===== src/include/cnn_config.svh =====
`ifndef CNN_CONFIG_SVH
`define CNN_CONFIG_SVH

////////////////////////////////////////////////////////////////////////////
// Datapath sizing
////////////////////////////////////////////////////////////////////////////

// Input channels per pixel vector
`define CI          3

// Unsigned pixel and signed weight widths
`define OF_BW       8
`define W_BW        8

// Product holds 255 * -128 without overflow
`define MUL_BW      16
// Room for the channel sum
`define ACC_BW      (`MUL_BW + 2)

`define BIAS_BW     16
`define OUT_BW      16

// Filter store
`define NUM_FILTERS 4
`define FILT_BW     2

// Multiply stage plus sum stage
`define KERNEL_LAT  2

`endif

===== src/design/cnn_data_pkg.sv =====
`include "cnn_config.svh"

package cnn_data_pkg;

    ////////////////////////////////////////////////////////////////////////////
    // Internal datapath types
    ////////////////////////////////////////////////////////////////////////////

    // Travels beside the data through the kernel
    typedef struct packed {
        logic [`FILT_BW-1:0]        filt;
        logic                       relu;
        logic signed [`BIAS_BW-1:0] bias;
    } tag_t;

    // Decoder to kernel
    typedef struct packed {
        logic [`CI*`OF_BW-1:0] pixels;
        logic [`CI*`W_BW-1:0]  weights;
        tag_t                  tag;
    } kernel_req_t;

    // Kernel to result stage
    typedef struct packed {
        logic signed [`ACC_BW-1:0] sum;
        tag_t                      tag;
    } kernel_out_t;

    // Final output
    typedef struct packed {
        logic [`FILT_BW-1:0]       filt;
        logic signed [`OUT_BW-1:0] value;
        logic                      sat;
    } result_t;

endpackage


===== src/design/cnn_cmd_pkg.sv =====
`include "cnn_config.svh"

package cnn_cmd_pkg;

    ////////////////////////////////////////////////////////////////////////////
    // Command port types
    ////////////////////////////////////////////////////////////////////////////

    // Codes 5 to 7 are not defined
    typedef enum logic [2:0] {
        OP_NOP         = 3'd0,
        OP_LOAD_WEIGHT = 3'd1,
        OP_LOAD_BIAS   = 3'd2,
        OP_CONV        = 3'd3,
        OP_CONV_RELU   = 3'd4
    } opcode_e;

    // Data field by opcode
    //   CONV / CONV_RELU  pixels, channel 0 in the low bits
    //   LOAD_WEIGHT       weights, channel 0 in the low bits
    //   LOAD_BIAS         bias in the low BIAS_BW bits
    typedef struct packed {
        opcode_e               opcode;
        logic [`FILT_BW-1:0]   filt;
        logic [`CI*`OF_BW-1:0] data;
    } cmd_t;

endpackage


===== src/design/cnn_core_top.sv =====
`timescale 1ns/1ps

module cnn_core_top (
    input  logic                  clk,
    input  logic                  reset_n,
    input  logic                  i_cmd_valid,
    input  cnn_cmd_pkg::cmd_t     i_cmd,
    output logic                  o_result_valid,
    output cnn_data_pkg::result_t o_result
);

    // Decoder to kernel
    logic                      req_valid;
    cnn_data_pkg::kernel_req_t req;

    // Kernel to result stage
    logic                      kout_valid;
    cnn_data_pkg::kernel_out_t kout;

    cnn_cmd_decoder u_decoder (
        .clk         (clk),
        .reset_n     (reset_n),
        .i_cmd_valid (i_cmd_valid),
        .i_cmd       (i_cmd),
        .o_req_valid (req_valid),
        .o_req       (req)
    );

    cnn_kernel u_kernel (
        .clk         (clk),
        .reset_n     (reset_n),
        .i_req_valid (req_valid),
        .i_req       (req),
        .o_out_valid (kout_valid),
        .o_out       (kout)
    );

    cnn_result_stage u_result (
        .clk            (clk),
        .reset_n        (reset_n),
        .i_out_valid    (kout_valid),
        .i_out          (kout),
        .o_result_valid (o_result_valid),
        .o_result       (o_result)
    );

endmodule


===== src/design/cnn_result_stage.sv =====
`timescale 1ns/1ps
`include "cnn_config.svh"

module cnn_result_stage (
    input  logic                      clk,
    input  logic                      reset_n,
    input  logic                      i_out_valid,
    input  cnn_data_pkg::kernel_out_t i_out,
    output logic                      o_result_valid,
    output cnn_data_pkg::result_t     o_result
);

    // One guard bit over the kernel sum for the bias add
    localparam int SUM_BW = `ACC_BW + 1;
    localparam logic signed [SUM_BW-1:0] OUT_MAX = SUM_BW'((1 << (`OUT_BW - 1)) - 1);
    // Bitwise inverse of the max gives the min
    localparam logic signed [SUM_BW-1:0] OUT_MIN = ~OUT_MAX;

    logic signed [SUM_BW-1:0]  biased;
    logic signed [SUM_BW-1:0]  rectified;
    logic signed [`OUT_BW-1:0] clamped;
    logic                      sat;

    ////////////////////////////////////////////////////////////////////////////
    // Bias, ReLU, saturation
    ////////////////////////////////////////////////////////////////////////////

    always_comb begin
        biased = SUM_BW'(i_out.sum) + SUM_BW'(i_out.tag.bias);

        if (i_out.tag.relu && biased < 0) begin
            rectified = '0;
        end else begin
            rectified = biased;
        end

        // Flag only when the clamp changes the value
        if (rectified > OUT_MAX) begin
            clamped = OUT_MAX[`OUT_BW-1:0];
            sat     = 1'b1;
        end else if (rectified < OUT_MIN) begin
            clamped = OUT_MIN[`OUT_BW-1:0];
            sat     = 1'b1;
        end else begin
            clamped = rectified[`OUT_BW-1:0];
            sat     = 1'b0;
        end
    end

    always_ff @(posedge clk or negedge reset_n) begin
        if (!reset_n) begin
            o_result_valid <= 1'b0;
        end else begin
            o_result_valid <= i_out_valid;
        end
    end

    always_ff @(posedge clk) begin
        if (i_out_valid) begin
            o_result.filt  <= i_out.tag.filt;
            o_result.value <= clamped;
            o_result.sat   <= sat;
        end
    end

endmodule


===== src/design/cnn_kernel.sv =====
`timescale 1ns/1ps
`include "cnn_config.svh"

module cnn_kernel (
    input  logic                      clk,
    input  logic                      reset_n,
    input  logic                      i_req_valid,
    input  cnn_data_pkg::kernel_req_t i_req,
    output logic                      o_out_valid,
    output cnn_data_pkg::kernel_out_t o_out
);

    localparam int LATENCY = `KERNEL_LAT;

    // One bit per pipeline stage
    logic [LATENCY-1:0]        valid_sr;
    logic signed [`MUL_BW-1:0] mul   [`CI];
    logic signed [`MUL_BW-1:0] mul_q [`CI];
    logic signed [`ACC_BW-1:0] acc;
    cnn_data_pkg::tag_t        tag_q;
    cnn_data_pkg::kernel_out_t out_q;

    always_ff @(posedge clk or negedge reset_n) begin
        if (!reset_n) begin
            valid_sr <= '0;
        end else begin
            valid_sr <= {valid_sr[LATENCY-2:0], i_req_valid};
        end
    end

    ////////////////////////////////////////////////////////////////////////////
    // Stage 1, per-channel multiply
    ////////////////////////////////////////////////////////////////////////////

    for (genvar c = 0; c < `CI; c++) begin : g_mul
        logic signed [`MUL_BW-1:0] pix_ext;
        logic signed [`MUL_BW-1:0] wgt_ext;

        // Pixel is zero extended, weight sign extended
        assign pix_ext = `MUL_BW'(i_req.pixels[c*`OF_BW +: `OF_BW]);
        assign wgt_ext = `MUL_BW'($signed(i_req.weights[c*`W_BW +: `W_BW]));
        assign mul[c]  = pix_ext * wgt_ext;
    end

    always_ff @(posedge clk) begin
        if (i_req_valid) begin
            for (int c = 0; c < `CI; c++) begin
                mul_q[c] <= mul[c];
            end
            tag_q <= i_req.tag;
        end
    end

    ////////////////////////////////////////////////////////////////////////////
    // Stage 2, channel sum
    ////////////////////////////////////////////////////////////////////////////

    always_comb begin
        acc = '0;
        for (int c = 0; c < `CI; c++) begin
            acc = acc + `ACC_BW'(mul_q[c]);
        end
    end

    always_ff @(posedge clk) begin
        if (valid_sr[0]) begin
            out_q.sum <= acc;
            out_q.tag <= tag_q;
        end
    end

    assign o_out_valid = valid_sr[LATENCY-1];
    assign o_out       = out_q;

endmodule


===== src/design/cnn_cmd_decoder.sv =====
`timescale 1ns/1ps
`include "cnn_config.svh"

module cnn_cmd_decoder (
    input  logic                      clk,
    input  logic                      reset_n,
    input  logic                      i_cmd_valid,
    input  cnn_cmd_pkg::cmd_t         i_cmd,
    output logic                      o_req_valid,
    output cnn_data_pkg::kernel_req_t o_req
);

    // Filter store, one entry per filter
    logic [`CI*`W_BW-1:0]       weight_q [`NUM_FILTERS];
    logic signed [`BIAS_BW-1:0] bias_q   [`NUM_FILTERS];

    logic load_w;
    logic load_b;
    logic conv;
    logic relu;

    ////////////////////////////////////////////////////////////////////////////
    // Opcode decode
    ////////////////////////////////////////////////////////////////////////////

    always_comb begin
        load_w = 1'b0;
        load_b = 1'b0;
        conv   = 1'b0;
        relu   = 1'b0;
        case (i_cmd.opcode)
            cnn_cmd_pkg::OP_LOAD_WEIGHT: load_w = i_cmd_valid;
            cnn_cmd_pkg::OP_LOAD_BIAS:   load_b = i_cmd_valid;
            cnn_cmd_pkg::OP_CONV:        conv   = i_cmd_valid;
            cnn_cmd_pkg::OP_CONV_RELU: begin
                conv = i_cmd_valid;
                relu = 1'b1;
            end
            // NOP and undefined codes
            default: begin
            end
        endcase
    end

    ////////////////////////////////////////////////////////////////////////////
    // Weight and bias registers
    ////////////////////////////////////////////////////////////////////////////

    always_ff @(posedge clk or negedge reset_n) begin
        if (!reset_n) begin
            for (int f = 0; f < `NUM_FILTERS; f++) begin
                weight_q[f] <= '0;
                bias_q[f]   <= '0;
            end
        end else if (load_w) begin
            weight_q[i_cmd.filt] <= i_cmd.data[`CI*`W_BW-1:0];
        end else if (load_b) begin
            bias_q[i_cmd.filt] <= i_cmd.data[`BIAS_BW-1:0];
        end
    end

    // Request strobe
    always_ff @(posedge clk or negedge reset_n) begin
        if (!reset_n) begin
            o_req_valid <= 1'b0;
        end else begin
            o_req_valid <= conv;
        end
    end

    // Store read happens before any write at this edge
    always_ff @(posedge clk) begin
        if (conv) begin
            o_req.pixels   <= i_cmd.data;
            o_req.weights  <= weight_q[i_cmd.filt];
            o_req.tag.filt <= i_cmd.filt;
            o_req.tag.relu <= relu;
            o_req.tag.bias <= bias_q[i_cmd.filt];
        end
    end

endmodule


===== config.mk =====
export PLATFORM = sky130hd
export DESIGN_NAME = cnn_core_top
export DESIGN_NICKNAME = d
export VERILOG_FILES = /design/src/design/cnn_data_pkg.sv /design/src/design/cnn_cmd_pkg.sv /design/src/design/cnn_core_top.sv /design/src/design/cnn_result_stage.sv /design/src/design/cnn_kernel.sv /design/src/design/cnn_cmd_decoder.sv
export VERILOG_INCLUDE_DIRS = /design/src /design/src/include
export SDC_FILE = /design/constraint.sdc
export NUM_CORES = 1
export LEC_CHECK = 0
export BUFFER_PORTS_ARGS = -buffer_cell sky130_fd_sc_hd__buf_2
export CAP_MARGIN = 30
export CORE_MARGIN = 5
export CORE_UTILIZATION = 30
export CTS_CLUSTER_DIAMETER = 100
export CTS_CLUSTER_SIZE = 25
export DETAILED_ROUTE_END_ITERATION = 7
export MAX_ROUTING_LAYER = met4
export PLACE_DENSITY = 0.46
export SYNTH_ARGS = -nofsm -noshare
export SYNTH_HDL_FRONTEND = slang
export SYNTH_SLANG_ARGS = --single-unit
export TNS_END_PERCENT = 50

===== constraint.sdc =====
create_clock -name clk -period 4.8 [get_ports clk]
set_input_delay 1.44 -clock clk [delete_from_list [all_inputs] [get_ports clk]]
set_output_delay 1.44 -clock clk [all_outputs]
set_load 0.01 [all_outputs]

==> metrics.txt <==
status finished clean; Core Rows 97; post-route core utilization about a third; CTS sink cnt 354; PortBufs 51; minimum clock period 4590 ps; EDFF count, synth 190; Layout area overhead 12.72%; largest family of logic cells by synthesized area adder cells; GPL Wtd Cong approximately 0.82; Seq/Total Area, Yosys 46.35%; pwr dens around 390 nW/um2; Peak VDD IR around 0.23 mV; CP Max Fanout 5; number of synthesized register bits ~350; Clock Latency Late Sink around 570 ps; cell taking the most area after synthesis edfxtp_1; RSZ-0062 raised after global routing yes; clk root buf clkbuf_16; fmax roughly 220 MHz; Unique masters post-synth a little over 60; # H-tree levels 1; worst endpoint required time a little over 5000 ps; Core Region 70030 um2; Die ar. approximately 76000 um2; number of global-route vias before repair ~13000; cts bufs inserted 22; Critical Path End Type flop; Synth top cells by count 193 x inv_1, 190 x edfxtp_1, 164 x dfrtp_1; final setup fails 0; syn avg cell area roughly 13 um2; Overflow after GRT 0; most frequently used flop master after synthesis edfxtp_1; Synth Area in Simple Gates between 7 and 8%; via count 11910; mux contribution to synthesized area 12.82%; fin. max-slew vios 0; Startpoint Class flop; CTS Buffer Depth 3; FFs w/ async S/R, synth a little under half; chip width 275.6 um; pin count of the biggest net entering global routing 64; DR WL/cell 17.11 um; slew margin rel. 32.90%; area used by multi-input combinational logic 10650 um2; Adder-Cell Fraction of Synth Area approximately a fifth; Yosys top cell area share a little over a quarter; count leader, synth inv_1; CP Class flop to flop; worst-margin pin slew ~1000 ps; flip-flop and latch area around 9800 um2; Placed Cells incl. Taps 2602; DRT Pass-1 Iters 4; P_leak between 10 and 15 nW; detailed placement HPWL about 35 mm; max cap viols 0; worst hold slack 426.3 ps; Initial Utilization about 30%; Post-Syn Instances between 1500 and 2000; Detailed Route Iter0 Violations about 570; xor-xnor portion of the synthesized cell area between 2 and 2.5%; CTS clk-pin slew, worst paths approximately 110 ps; number of fill cells 6861; I/O pin cnt 52; crit share post-route approximately 96%; layout cells sized above 1 approximately 22%; Non-Filler Instances about 2700; fin nets between 2000 and 2500; first-pass GRT wire length around 73 mm; Tot Pwr 0.009256 W; Worst Skew approximately 45 ps; Routed WL around 46 mm; Mapped Area 21160 um2; Synth Area in Compound Gates about 5.1%; syn nets between 1500 and 2000; ANT nets after route 0; GRT Util Overall 12.50%; Die H about 280 um; DRC viols 0; Ys Warns 0; worst path arrival time slightly below 5000 ps; initial antenna violation count 2; CTS tree built; Vias/cell between 4 and 5; Synth area leaders edfxtp_1 27%, dfrtp_1 19%, fa_1 12%, ha_1 9.1%, mux2_2 8.5%; Hold Path Class flop to flop; final hold vios 0
==> worst paths after layout <==
kind | start | end | slack (ps) | cells after the start
setup / recovery | u_decoder.o_req[53]$_DFFE_PP_ | u_kernel.mul_q[0][30]$_DFFE_PP_ | 210 | 15
hold / removal | u_kernel.tag_q[18]$_DFFE_PP_ | u_kernel.o_out[18]$_DFFE_PP_ | 430 | 0
setup reg to reg | u_decoder.o_req[53]$_DFFE_PP_ | u_kernel.mul_q[0][30]$_DFFE_PP_ | 210 | 15
hold reg to reg | u_kernel.tag_q[18]$_DFFE_PP_ | u_kernel.o_out[18]$_DFFE_PP_ | 430 | 0
max in group asynchronous | reset_n | u_decoder.weight_q[60]$_DFFE_PN0P_ | 3070 | 2
min in group asynchronous | reset_n | u_decoder.weight_q[19]$_DFFE_PN0P_ | 840 | 1
==> metal layers <==
layer	part of all wire [%]	vias to the layer above	GRT usage, %
met3	2.3	41	1.321
met2	48	111	20.31
met5	0	-	-
li1	-	5709	-
met1	48	6050	17.23
met4	1.8	0	2.444
==> metrics by stage <==
| stage | setup slack (ps) | TNS [ps] | instance area, um2 |
|---|---|---|---|
| final | 210.0 | 0 | 23850 |
| after detailed placement | -11.73 | -11.73 | 22810 |
| after CTS | 28.59 | 0 | 23620 |
| after global routing | -82.95 | -82.95 | 23850 |
| after global placement | 10.08 | 0 | 22810 |
| after floorplan | 269.2 | 0 | 21160 |
==> where the power goes <==
part	total [W]	internal, W	switching (W)
registers	0.00400	0.00378	0.000218
clock network	0.00214	0.00100	0.00114
logic	0.00311	0.00148	0.00163
==> worst max-delay path, cell delays in order (launching register included) <==
cell and delay (ps):
edfxtp_1 480, buf_4 180, and2_1 150, fa_1 530, fa_1 450, fa_1 550, inv_1 50, fa_1 520
inv_1 60, ha_4 250, a21boi_1 140, o21ai_1 180, a21oi_1 110, o21ai_1 170, or4b_1 430, o311ai_0 110
==> placed cells by master, fill, tap and decap left out, types with 45 or more instances in the layout <==
cell and count:
inv_1 192, buf_2 50, nand2_1 73, nor2_1 50, a21oi_1 49, dfrtp_1 163, edfxtp_1 190, xnor2_1 45
buf_4 55, ha_1 148, mux2_2 160, fa_1 128, and2_1 126
==> final cells by class <==
cell class | instances | area share [%]
well taps | 940 | 4.931
repair buffers | 108 | 2.995
diodes | 2 | 0.02098
multi-input cells | 1023 | 44.64
flip-flops and latches | 354 | 41.13
clock inverters | 12 | 0.7553
clock buffers | 28 | 2.491
inverters | 193 | 3.037
==> sequential cells by signal, summed over array words and instances (netlist names) <==
register and cells:
u_kernel.tag_q 19, u_result.o_result_valid 1, u_kernel.mul_q 48, u_decoder.o_req 67
u_decoder.weight_q 96, u_decoder.o_req_valid 1, u_kernel.o_out 37, u_kernel.valid_sr 2
u_result.o_result 19, u_decoder.bias_q 64
==> repair_timing <==
item	in CTS	in global routing
endpoints found under the setup margin	2	8
pin swaps	0	15
hold buffers	0	0
resized for setup	3	35
setup buffers	3	13
==> logic make-up (layout without fill, tap and decap cells) <==
| group | after synthesis | after routing |
|---|---|---|
| AOI/OAI and AO/OA | 164 | 164 |
| adders and majority gates | 283 | 283 |
| muxes | 201 | 201 |
| buffers and inverters | 223 | 341 |
| other | 0 | 2 |
| xor gates and xnor gates | 59 | 59 |
| and+or+nand+nor | 316 | 316 |
| DFF | 354 | 354 |
Note: power is estimated with default switching activity, not from simulation.
